**config.mk**
```make
export PLATFORM = sky130hd
export DESIGN_NAME = rs_bank
export DESIGN_NICKNAME = d
export VERILOG_FILES = /design/src/hw/rs_pkg.sv /design/src/hw/rs_priority_pick.sv /design/src/hw/rs_entry.sv /design/src/hw/rs_issue_select.sv /design/src/hw/rs_bank.sv
export VERILOG_INCLUDE_DIRS = /design/src /design/src/include
export SDC_FILE = /design/constraint.sdc
export NUM_CORES = 1
export LEC_CHECK = 0
export ABC_AREA = 1
export CAP_MARGIN = 30
export CORE_ASPECT_RATIO = 1.25
export CORE_MARGIN = 1
export CORE_UTILIZATION = 55
export CTS_CLUSTER_SIZE = 14
export DETAILED_ROUTE_END_ITERATION = 12
export DONT_BUFFER_PORTS = 1
export PLACE_DENSITY = 0.7
export SETUP_SLACK_MARGIN = 0.4
export SYNTH_ARGS = -nofsm -noshare
export SYNTH_HDL_FRONTEND = slang
export SYNTH_SLANG_ARGS = --single-unit
```
**constraint.sdc**
```tcl
create_clock -name clock -period 9.9 [get_ports clock]
set_input_delay 0.99 -clock clock [delete_from_list [all_inputs] [get_ports clock]]
set_output_delay 0.99 -clock clock [all_outputs]
set_load 0.03 [all_outputs]
```
**src/include/rs_cfg.svh**
```systemverilog
`ifndef RS_CFG_SVH
`define RS_CFG_SVH

// bank size, a power of two
`define RS_ENTRIES 8

// reorder buffer index width
`define ROB_IDX_W 5

// physical register tag width
`define PREG_IDX_W 6

// result broadcast ports
`define CDB_PORTS 2

`endif

```
**src/hw/rs_pkg.sv**
```systemverilog
`include "rs_cfg.svh"

package rs_pkg;

    typedef enum logic [3:0] {
        ALU_ADD,
        ALU_SUB,
        ALU_SLT,
        ALU_SLTU,
        ALU_AND,
        ALU_OR,
        ALU_XOR,
        ALU_SLL,
        ALU_SRL,
        ALU_SRA,
        ALU_MUL,
        ALU_MULH,
        ALU_MULHSU,
        ALU_MULHU
    } alu_func_e;

    // one waiting instruction, 31 bits
    typedef struct packed {
        logic [`ROB_IDX_W-1:0]  rob_idx;
        logic [`PREG_IDX_W-1:0] prega;
        logic [`PREG_IDX_W-1:0] pregb;
        logic [`PREG_IDX_W-1:0] pdest;
        alu_func_e              alu_func;
        logic                   rd_mem;
        logic                   wr_mem;
        logic                   cond_branch;
        logic                   uncond_branch;
    } rs_payload_t;

    typedef struct packed {
        logic                   valid;
        logic [`PREG_IDX_W-1:0] tag;
    } cdb_t;

    // execution class, at most one bit set per entry
    typedef struct packed {
        logic alu;
        logic mult;
        logic br;
        logic load;
        logic store;
    } fu_ready_t;

endpackage

```
**src/hw/rs_priority_pick.sv**
```systemverilog
`timescale 1ns/10ps
`include "rs_cfg.svh"

// tree of two-input pickers, the highest-indexed requester wins
module rs_priority_pick #(
    parameter int NUM_BITS = `RS_ENTRIES
) (
    input  logic [NUM_BITS-1:0] req,
    input  logic                en,
    output logic [NUM_BITS-1:0] gnt
);

    // heap order: node 1 is the root, leaves sit at NUM_BITS..2*NUM_BITS-1
    logic [2*NUM_BITS-1:1] node_req;
    logic [2*NUM_BITS-1:1] node_en;

    assign node_en[1] = en;

    generate
        for (genvar k = 1; k < NUM_BITS; k++) begin : g_node
            assign node_req[k] = node_req[2*k] | node_req[2*k+1];

            // upper child beats lower child
            assign node_en[2*k+1] = node_en[k] & node_req[2*k+1];
            assign node_en[2*k]   = node_en[k] & node_req[2*k] & ~node_req[2*k+1];
        end

        for (genvar i = 0; i < NUM_BITS; i++) begin : g_leaf
            assign node_req[NUM_BITS+i] = req[i];
            assign gnt[i]               = node_en[NUM_BITS+i];
        end
    endgenerate

    // a grant exists exactly when enabled with any request pending
    always_comb begin
        assert #0 ($onehot0(gnt) && ((|gnt) == (en && node_req[1])))
            else $error("rs_priority_pick: bad grant %b for req %b en %b", gnt, req, en);
    end

endmodule

```
**src/hw/rs_entry.sv**
```systemverilog
`timescale 1ns/10ps
`include "rs_cfg.svh"

module rs_entry import rs_pkg::*; (
    input  logic                       clock,
    input  logic                       reset,

    input  logic                       alloc,
    input  rs_payload_t                dispatch_payload,
    input  logic                       prega_ready,
    input  logic                       pregb_ready,

    input  cdb_t [`CDB_PORTS-1:0]      cdb,
    input  logic                       grant,

    output logic                       busy,
    output rs_payload_t                payload,
    output fu_ready_t                  ready
);

    logic src_a_rdy;
    logic src_b_rdy;
    logic match_a;
    logic match_b;
    logic src_a_ok;
    logic src_b_ok;
    logic is_mult;

    // tag compare against every broadcast port
    always_comb begin
        match_a = 1'b0;
        match_b = 1'b0;
        for (int p = 0; p < `CDB_PORTS; p++) begin
            match_a = match_a | (cdb[p].valid && (cdb[p].tag == payload.prega));
            match_b = match_b | (cdb[p].valid && (cdb[p].tag == payload.pregb));
        end
    end

    // wakeup is combinational, a match counts this cycle
    assign src_a_ok = src_a_rdy | match_a;
    assign src_b_ok = src_b_rdy | match_b;

    assign is_mult = (payload.alu_func inside {ALU_MUL, ALU_MULH, ALU_MULHSU, ALU_MULHU});

    always_comb begin
        ready = '0;
        if (busy && src_a_ok && src_b_ok) begin
            if (payload.wr_mem) begin
                ready.store = 1'b1;
            end else if (payload.rd_mem) begin
                ready.load = 1'b1;
            end else if (is_mult) begin
                ready.mult = 1'b1;
            end else if (payload.cond_branch || payload.uncond_branch) begin
                ready.br = 1'b1;
            end else begin
                ready.alu = 1'b1; // everything else
            end
        end
    end

    always_ff @(posedge clock) begin
        if (reset) begin
            busy      <= 1'b0;
            src_a_rdy <= 1'b0;
            src_b_rdy <= 1'b0;
        end else if (alloc) begin
            busy      <= 1'b1;
            src_a_rdy <= prega_ready;
            src_b_rdy <= pregb_ready;
        end else if (busy) begin
            busy      <= !grant; // freed at the edge after issue
            src_a_rdy <= src_a_ok;
            src_b_rdy <= src_b_ok;
        end
    end

    always_ff @(posedge clock) begin
        if (alloc) begin
            payload <= dispatch_payload;
        end
    end

    // allocator only picks free entries
    alloc_free_a: assert property (
        @(posedge clock) disable iff (reset)
        alloc |-> !busy
    ) else $error("rs_entry: alloc while busy");

    // issue grant must come from a ready entry
    grant_ready_a: assert property (
        @(posedge clock) disable iff (reset)
        grant |-> (busy && (|ready))
    ) else $error("rs_entry: grant to an entry that is not ready");

endmodule

```
**src/hw/rs_issue_select.sv**
```systemverilog
`timescale 1ns/10ps
`include "rs_cfg.svh"

module rs_issue_select import rs_pkg::*; (
    input  fu_ready_t   [`RS_ENTRIES-1:0] entry_ready,
    input  rs_payload_t [`RS_ENTRIES-1:0] entry_payload,
    input  logic                          issue_stall,
    input  logic                          load_issue_stall,

    output logic [`RS_ENTRIES-1:0]        issue_grant,
    output logic                          issue_valid,
    output rs_payload_t                   issue_payload,
    output fu_ready_t                     issue_class,
    output logic                          store_issue_stall
);

    localparam int IDX_W = $clog2(`RS_ENTRIES);

    logic [`RS_ENTRIES-1:0] alu_req;
    logic [`RS_ENTRIES-1:0] mult_req;
    logic [`RS_ENTRIES-1:0] br_req;
    logic [`RS_ENTRIES-1:0] load_req;
    logic [`RS_ENTRIES-1:0] store_req;
    logic [`RS_ENTRIES-1:0] alu_gnt;
    logic [`RS_ENTRIES-1:0] mult_gnt;
    logic [`RS_ENTRIES-1:0] br_gnt;
    logic [`RS_ENTRIES-1:0] load_gnt;
    logic [`RS_ENTRIES-1:0] store_gnt;
    logic [`RS_ENTRIES-1:0] class_pick;
    logic [IDX_W-1:0]       issue_idx;

    // per-class request vectors across the entries
    always_comb begin
        for (int i = 0; i < `RS_ENTRIES; i++) begin
            alu_req[i]   = entry_ready[i].alu;
            mult_req[i]  = entry_ready[i].mult;
            br_req[i]    = entry_ready[i].br;
            load_req[i]  = entry_ready[i].load;
            store_req[i] = entry_ready[i].store;
        end
    end

    rs_priority_pick alu_pick (.req(alu_req), .en(!issue_stall), .gnt(alu_gnt));
    rs_priority_pick mult_pick (.req(mult_req), .en(!issue_stall), .gnt(mult_gnt));
    rs_priority_pick br_pick (.req(br_req), .en(!issue_stall), .gnt(br_gnt));
    rs_priority_pick store_pick (.req(store_req), .en(!issue_stall), .gnt(store_gnt));
    rs_priority_pick load_pick (
        .req (load_req),
        .en  (!issue_stall && !load_issue_stall),
        .gnt (load_gnt)
    );

    assign class_pick = alu_gnt | mult_gnt | br_gnt | load_gnt | store_gnt;

    // one issue per cycle over the class winners
    rs_priority_pick final_pick (.req(class_pick), .en(!issue_stall), .gnt(issue_grant));

    always_comb begin
        issue_idx = '0;
        for (int i = 0; i < `RS_ENTRIES; i++) begin
            if (issue_grant[i]) begin
                issue_idx = IDX_W'(i);
            end
        end
    end

    assign issue_valid   = |issue_grant;
    assign issue_payload = issue_valid ? entry_payload[issue_idx] : '0;
    assign issue_class   = issue_valid ? entry_ready[issue_idx] : '0; // zero when idle

    // loads hold off behind an issuing store
    assign store_issue_stall = issue_class.store;

endmodule

```
**src/hw/rs_bank.sv**
```systemverilog
`timescale 1ns/10ps
`include "rs_cfg.svh"

module rs_bank import rs_pkg::*; (
    input  logic                  clock,
    input  logic                  reset,

    input  logic                  dispatch_en,
    input  rs_payload_t           dispatch_payload,
    input  logic                  prega_ready,
    input  logic                  pregb_ready,

    input  cdb_t [`CDB_PORTS-1:0] cdb,

    input  logic                  issue_stall,
    input  logic                  load_issue_stall,

    output logic                  issue_valid,
    output rs_payload_t           issue_payload,
    output fu_ready_t             issue_class,
    output logic                  store_issue_stall,
    output logic                  rs_full
);

    logic [`RS_ENTRIES-1:0]        entry_busy;
    logic [`RS_ENTRIES-1:0]        entry_alloc;
    logic [`RS_ENTRIES-1:0]        issue_grant;
    fu_ready_t [`RS_ENTRIES-1:0]   entry_ready;
    rs_payload_t [`RS_ENTRIES-1:0] entry_payload;

    // highest free slot takes the dispatch
    rs_priority_pick alloc_pick (
        .req (~entry_busy),
        .en  (dispatch_en),
        .gnt (entry_alloc)
    );

    generate
        for (genvar i = 0; i < `RS_ENTRIES; i++) begin : g_entry
            rs_entry entry_i (
                .clock            (clock),
                .reset            (reset),
                .alloc            (entry_alloc[i]),
                .dispatch_payload (dispatch_payload),
                .prega_ready      (prega_ready),
                .pregb_ready      (pregb_ready),
                .cdb              (cdb),
                .grant            (issue_grant[i]),
                .busy             (entry_busy[i]),
                .payload          (entry_payload[i]),
                .ready            (entry_ready[i])
            );
        end
    endgenerate

    rs_issue_select issue_sel (
        .entry_ready       (entry_ready),
        .entry_payload     (entry_payload),
        .issue_stall       (issue_stall),
        .load_issue_stall  (load_issue_stall),
        .issue_grant       (issue_grant),
        .issue_valid       (issue_valid),
        .issue_payload     (issue_payload),
        .issue_class       (issue_class),
        .store_issue_stall (store_issue_stall)
    );

    assign rs_full = &entry_busy;

    // dispatch side must honour back-pressure
    no_dispatch_full_a: assert property (
        @(posedge clock) disable iff (reset)
        dispatch_en |-> !rs_full
    ) else $error("rs_bank: dispatch while full");

endmodule

```
## Word-level counts from Yosys, hierarchy flattened

Cells that the tools add are included.

- Register bits after elaboration: 272
- Bits in latches: 0
- RAM bits: 0
- Memory bits (read-only): 0
- Bits of input ports: 52
- Output and inout bits: 39
- Logic and storage cells: 662
- Memories kept: 0

- Add/subtract/negate cells: 0
- Multiply operators: 0
- Div/mod/pow operators: 0
- $lt $le $gt $ge: 1
- Eq/ne operators: 64
- Shifts and indexed selects: 0
- Muxes and demuxes: 141
- Bitwise operators: 275
- Reduce and logical (&&, ||, !) cells: 85

Operators with widths:

| operator | number |
|---|---|
| 6-bit equality test | 32 |
| 1-bit bitwise AND | 147 |
| 4-bit equality test (second input constant) | 32 |
| 1-bit 2-to-1 mux | 105 |
| 31-bit binary-select mux with 3-bit select | 1 |
| 1-bit bitwise OR | 74 |
| 31-bit 2-to-1 mux | 2 |
| 5-bit 2-to-1 mux | 10 |
| 1-bit logical AND | 49 |
| 1-bit NOT | 49 |
| 3-bit 2-to-1 mux | 12 |
| 4-bit 2-to-1 mux | 8 |
| 8-bit bitwise OR | 4 |
| 4-bit nonzero test | 8 |
| 2-bit nonzero test | 8 |
| 5-bit binary-select mux with 3-bit select | 1 |
| 1-bit logical NOT | 10 |
| 1-bit logical OR | 8 |
| 8-bit NOT | 1 |
| 8-bit AND reduction | 1 |
| 8-bit OR reduction | 1 |
| 3-bit by 4-bit < comparator with 1-bit output (second input constant) | 1 |
| 2-bit 2-to-1 mux | 2 |

## Longest topological paths before layout

- Word-level depth: 36
- Mapped depth: 29

## Hierarchy

Synthesis repeated with hierarchy kept, for this count alone.

- Cells, all modules: 2247
- Area, all modules: 16555.9 um2

By module, submodules not included:

| module | instances | cells each | area each (um2) | sequential area each (um2) |
|---|---|---|---|---|
| rs_entry | 8 | 173 | 1587.8 | 991.0 |
| rs_issue_select | 1 | 676 | 3072.9 | 0.0 |
| rs_priority_pick | 7 | 24 | 101.3 | 0.0 |
| rs_bank | 1 | 19 | 71.3 | 0.0 |

## Least setup slack after synthesis

OpenSTA, ideal clock, no wires.

- Path type: input-to-output
- From: input cdb[9] in the netlist's numbering
- To: output issue_class[0] in the netlist's numbering
- Arrival: 3.885 ns
- Required time: 8.910 ns
- Slack: 5.025 ns
- Cell stages on the path: 25
- Path buffers: 6
- Path through: buf_2 -> buf_4 -> nand2_1 -> nand2_1 -> nor3_1 -> nand2_1 -> nand3_2 -> nand3_1 -> nor2_2 -> nor2_1 -> nand2_1 -> nand3_1 -> nor2_1 -> nand2_1 -> nor2_2 -> nand3_2 -> nand3_2 -> buf_6 -> buf_6 -> buf_6 -> nand2_1 -> o211ai_1 -> nand3_1 -> nand2_1 -> buf_4

- Word-level cells in the longest chain between the ends: 36
- Elaborated cells between the ends (all ways): 307
- Those cells by class: eq/ne: 16; mux: 18; bitwise: 240; reduce/logical: 33

Ends and longest elaborated chain:

| item | RTL line | text |
|---|---|---|
| start: declaration | rs_bank.sv:13 | `` input cdb_t [`CDB_PORTS-1:0] cdb, `` |
| 6-bit equality test | rs_entry.sv:34 | `match_a = match_a \| (cdb[p].valid && (cdb[p].tag == payload.prega));` |
| 1-bit logical AND | rs_entry.sv:34 |  |
| 1-bit bitwise OR | rs_entry.sv:34 |  |
| 1-bit bitwise OR | rs_entry.sv:40 | `assign src_a_ok = src_a_rdy \| match_a;` |
| 1-bit logical AND (2 in a row) | rs_entry.sv:47 | `if (busy && src_a_ok && src_b_ok) begin` |
| 5-bit 2-to-1 mux | rs_entry.sv:47 |  |
| 1-bit bitwise OR (2 in a row) | rs_priority_pick.sv:21 | `assign node_req[k] = node_req[2*k] \| node_req[2*k+1];` |
| 1-bit bitwise AND / 1-bit NOT (equally long branches) | rs_priority_pick.sv:25 | `assign node_en[2*k] = node_en[k] & node_req[2*k] & ~node_req[2*k+1];` |
| [... 11 more ...] | n/a |  |
| 1-bit bitwise AND (4 in a row) | rs_priority_pick.sv:25 |  |
| 1-bit bitwise AND | rs_priority_pick.sv:24 | `assign node_en[2*k+1] = node_en[k] & node_req[2*k+1];` |
| 1-bit 2-to-1 mux | rs_issue_select.sv:61 | `if (issue_grant[i]) begin` |
| 2-bit 2-to-1 mux (2 in a row) | rs_issue_select.sv:61 |  |
| 3-bit 2-to-1 mux (4 in a row) | rs_issue_select.sv:61 |  |
| 5-bit binary-select mux with 3-bit select | rs_issue_select.sv:69 | `assign issue_class = issue_valid ? entry_ready[issue_idx] : '0;` |
| 5-bit 2-to-1 mux (implied by the code) | rs_issue_select.sv:69 |  |
| 5-bit 2-to-1 mux (*) | rs_issue_select.sv:69 |  |
| end: declaration | rs_bank.sv:20 | `output fu_ready_t issue_class,` |

Mark *: on every way between the ends. The rest lies on a longest branch, timed or not. The select of a mux whose other input is x is not followed.

==> results list <==
* Peak supply drop: 0.1884 mV
- Counting along the longest clock path gives a buffer depth of 3.
- Routability-driven placement finished with a final weighted congestion of 0.9679.
- Tightest slew margin relative to the limit: 28.70%
- In the final layout, the share of cells above drive strength 1 is 5.606%.
* Setup total negative slack: 0 ns
* Clock root buffer: sky130_fd_sc_hd__clkbuf_16
- I/O pin count: 91
* Top_reg_cell synth: sky130_fd_sc_hd__edfxtp_1
- The worst hold path begins at g_entry[0].entry_i.src_a_rdy.
- The repair_antennas step left the layout with diodes totalling 0.
- Kind of end point of the critical path: primary output
- Count of yosys warnings during synthesis: 0
- Number of maximum-capacitance constraint violations: 0
- Clk Latency, worst-skew pair: 0.58 ns
- GRT Util Overall: 38.49%
- Worst reg2reg path startpoint: g_entry[2].entry_i.payload[20]
- Critical path startpoint: cdb[0]
- In this run the number of H-tree levels came out at 1.
- After synthesis, the mean cell area works out to 7.600 um2.
- The synthesized netlist contains 39 unique library cells.
* Antenna-violating nets left: 0
* Cell taking the most area after synthesis: sky130_fd_sc_hd__edfxtp_1
- HPWL after detailed placement: 37.54 mm
* Cell types with the largest area share after synthesis: sky130_fd_sc_hd__edfxtp_1 46%, sky130_fd_sc_hd__nand2_1 16%, sky130_fd_sc_hd__nand3_1 6.2%, sky130_fd_sc_hd__inv_1 6.0%, sky130_fd_sc_hd__nor2_1 4.9%
* Terminus of the critical flop-to-flop path: g_entry[1].entry_i.busy
- The die is 155.9 um wide.
- Drt via density: 6.001
- Portion of the post-synthesis area used by sequential elements: 48.70%
- Syn nets: 2194
- The first detailed-routing pass ran for 8 iterations.
- The count of buffers added on input and output ports is 0.
- Along the worst hold path, the cell count comes to 2.
* Count of flip-flops with a built-in enable after synthesis: 248
* Hold Path Sink: g_entry[0].entry_i.src_a_rdy
- Number of global-route vias before repair: 14590
- Fin crit share: 79.75%
* Initial cell density of the core: 55.82%
* Reported leakage power: 7.411 nW
- Crit path max fanout: 80
- For the final database, setup skew stands at 0.008321 ns.
- Iteration-0 DRC Markers: 1488
- Complex-gate fraction of the synthesized area: 5.472%
* Clock tree from TritonCTS: yes
* Number of register bits inferred by synthesis: 272
- Post-CTS repair changed the size of 0 cells.
- Worst Hold Class: reg -> reg
* R2R cell count: 17
- Cell row count: 70
- After technology mapping, the gate count stands at 2142.
* Gr ovfl total: 0
- For this run, asynchronously set or reset flops after synthesis account for 0%.
- CP Data Arrival Time: 6.91 ns
- WL final: 57.41 mm
* Number of buffers inserted for hold repair after clock tree synthesis: 0
* Combinational family with the most area after synthesis: simple AND/OR/NAND/NOR gates
- In this run the biggest area consumer among cell types represents 45.75% of the synthesized area.
* F_max: 126.7 MHz
- Endpoints failing hold: 0
- In this run the power density over the cells is 150.5 nW/um2.
* Number of nets in the finished design: 2134
- Worst slew pin tran: 1.069 ns
- Total core area: 29170 um2
- Setup repair after global routing left no endpoint under its margin.
- Area share of and/or/nand/nor cells after synthesis: 34.22%
* Synth Area in Adders: 0%
- Dividing the detail-routed wire length by the instance count gives 22.96 um.
- Number of clock sinks: 272
- DIE HEIGHT: 194.4 um
* Outcome: finished, final reports clean
- Setup violations remaining at the end of the flow were counted as 0.
* Wire length of the first global-routing pass: 86.34 mm
- Detailed routing inserted a total of 15008 vias.
- Antenna violations before repair: 1
- TritonCTS created 29 clock buffers.
* Xor and xnor fraction of the mapped netlist area: 1.345%
- The worst setup path is launched from a primary input.
- Count of unresolved DRC violations after routing: 0
* Design area: 17510 um2
- Pin count of the biggest net entering global routing: 82
- Minimum clock period: 7.896 ns
- After clock tree synthesis, the clock-pin slew on the worst setup and hold paths is 0.06 ns.
- Measured against the total synthesized area, the mux share comes to 0.06917%.
- Dpl cell area: 16440 um2
* CP Data Required Time: 8.91 ns
- After synthesis the cells add up to 16280 um2.
* Final Max Slew Viols: 0
- Post-CTS repair timing setup buffer count: 0
- In this run the register-to-register setup slack is 5.82 ns.
- Full die area: 30300 um2
- Area growth from synthesis to final layout: 7.563%
- By startpoint and endpoint, the worst setup path is classified as in -> out.
[sequential cells by signal, summed over array words and instances, names as in the netlist]
signal	count
g_entry.entry_i.payload	248
g_entry.entry_i.busy	8
g_entry.entry_i.src_a_rdy	8
g_entry.entry_i.src_b_rdy	8
[cells in the mapped netlist (2+ instances only)]
cell	instances
sky130_fd_sc_hd__nand3_1	201
sky130_fd_sc_hd__buf_6	7
sky130_fd_sc_hd__nand4_1	124
sky130_fd_sc_hd__nor3_1	43
sky130_fd_sc_hd__nor4_1	2
sky130_fd_sc_hd__o21ai_0	37
sky130_fd_sc_hd__o211ai_1	31
sky130_fd_sc_hd__xor2_1	18
sky130_fd_sc_hd__a21oi_1	42
sky130_fd_sc_hd__o22ai_1	11
sky130_fd_sc_hd__buf_1	4
sky130_fd_sc_hd__edfxtp_1	248
sky130_fd_sc_hd__dfxtp_1	24
sky130_fd_sc_hd__inv_1	262
sky130_fd_sc_hd__clkbuf_1	43
sky130_fd_sc_hd__a31oi_1	12
sky130_fd_sc_hd__buf_2	48
sky130_fd_sc_hd__xnor2_1	7
sky130_fd_sc_hd__nor2_1	212
sky130_fd_sc_hd__buf_4	10
sky130_fd_sc_hd__nor2_2	3
sky130_fd_sc_hd__clkinv_1	5
sky130_fd_sc_hd__nand3b_1	9
sky130_fd_sc_hd__nand2_1	683
sky130_fd_sc_hd__or2_2	2
sky130_fd_sc_hd__nand3_2	7
sky130_fd_sc_hd__o21ai_1	13
sky130_fd_sc_hd__inv_2	23
[cells in the final DEF (no fill, tap or decap), types with 4 or more instances in the layout]
cell	netlist	routed
sky130_fd_sc_hd__o21ai_1	13	13
sky130_fd_sc_hd__nand3_1	201	201
sky130_fd_sc_hd__clkbuf_16	0	29
sky130_fd_sc_hd__nand3_2	7	5
sky130_fd_sc_hd__clkinv_2	0	5
sky130_fd_sc_hd__o22ai_1	11	11
sky130_fd_sc_hd__nand2_1	683	681
sky130_fd_sc_hd__dfxtp_1	24	24
sky130_fd_sc_hd__xor2_1	18	18
sky130_fd_sc_hd__inv_2	23	23
sky130_fd_sc_hd__a21oi_1	42	42
sky130_fd_sc_hd__nor2_4	1	7
sky130_fd_sc_hd__edfxtp_1	248	248
sky130_fd_sc_hd__buf_4	10	21
sky130_fd_sc_hd__clkinv_1	5	7
sky130_fd_sc_hd__nor3_1	43	41
sky130_fd_sc_hd__nand3b_1	9	9
sky130_fd_sc_hd__inv_1	262	262
sky130_fd_sc_hd__a31oi_1	12	12
sky130_fd_sc_hd__o211ai_1	31	31
sky130_fd_sc_hd__bufinv_16	0	8
sky130_fd_sc_hd__nor2_1	212	206
sky130_fd_sc_hd__inv_6	0	4
sky130_fd_sc_hd__xnor2_1	7	7
sky130_fd_sc_hd__o21ai_0	37	37
sky130_fd_sc_hd__nand4_1	124	124
[logic make-up (layout without fill, tap and decap cells)]
group / after synthesis / in the layout
xor gates and xnor gates: 25 / 25
DFF: 272 / 272
muxes: 1 / 1
AOI/OAI and AO/OA: 152 / 152
and+or+nand+nor: 1290 / 1290
buffers and inverters: 402 / 365
[power breakdown]
group          internal (mW)  switching [mW]
Sequential              1.27          0.0125
Clock                  0.748           0.479
Combinational         0.0358          0.0874
[stage by stage]
stage | power, mW | hold WS (ns) | utilization (%) | std cells | setup WS [ns]
final | 2.635 | 0.4664 | 60.04 | 2501 | 2.004
after global routing | 2.690 | 0.4667 | 60.04 | 2501 | 1.815
after CTS | 2.638 | 0.4609 | 60.04 | 2501 | 2.553
after detailed placement | 1.428 | 0.4587 | 56.38 | 2447 | 2.560
after global placement | 1.426 | 0.4552 | 56.33 | 2445 | 2.584
after floorplan | 1.403 | 0.4382 | - | 2142 | 5.025
[how the worst max path moves through the flow]
stage,depth (start not counted),slack [ns],end
after floorplan,25,5.03,issue_class[0]
after global placement,23,2.58,issue_payload[15]
after detailed placement,23,2.56,issue_payload[15]
after CTS,23,2.55,issue_payload[15]
after global routing,23,1.81,issue_payload[22]
final,23,2.00,issue_payload[14]
[routing by layer]
layer | up-vias | global-route usage (%) | share of wire (%)
met5 | - | 0 | 0.023
met4 | 2 | 25.05 | 6.9
met3 | 232 | 7.469 | 10
met2 | 846 | 63.56 | 48
met1 | 6984 | 45.62 | 35
li1 | 6944 | - | -
[layout make-up]
| class | instances | area, um2 |
|---|---|---|
| Tap cell | 396 | 495.5 |
| Sequential cell | 272 | 7928 |
| Clock inverter | 22 | 330.3 |
| Clock buffer | 32 | 737.0 |
| Fill cell | 2641 | 11650 |
| Multi-Input combinational cell | 1468 | 6774 |
| Timing Repair Buffer | 21 | 157.7 |
| Inverter | 290 | 1089 |
[critical path, cell delays in order]
cell	delay, ns
sky130_fd_sc_hd__inv_2	0.34
sky130_fd_sc_hd__o21ai_0	0.14
sky130_fd_sc_hd__nor3_1	0.83
sky130_fd_sc_hd__nand2_1	0.27
sky130_fd_sc_hd__nand3b_1	0.22
sky130_fd_sc_hd__nand3_1	0.14
sky130_fd_sc_hd__inv_1	0.13
sky130_fd_sc_hd__nand2_1	0.09
sky130_fd_sc_hd__nand2_1	0.08
sky130_fd_sc_hd__inv_1	0.04
sky130_fd_sc_hd__nand3_1	0.09
sky130_fd_sc_hd__nand2_1	0.06
sky130_fd_sc_hd__nor2_1	0.08
sky130_fd_sc_hd__nand2_1	0.12
sky130_fd_sc_hd__nand3_4	0.10
sky130_fd_sc_hd__buf_4	0.76
sky130_fd_sc_hd__nand3_4	0.63
sky130_fd_sc_hd__buf_4	0.57
sky130_fd_sc_hd__nand2_1	0.15
sky130_fd_sc_hd__nand2_1	0.06
sky130_fd_sc_hd__a21oi_1	0.29
sky130_fd_sc_hd__nor2_1	0.14
sky130_fd_sc_hd__nor2_1	0.48
Power figures use the tool's default switching activity.
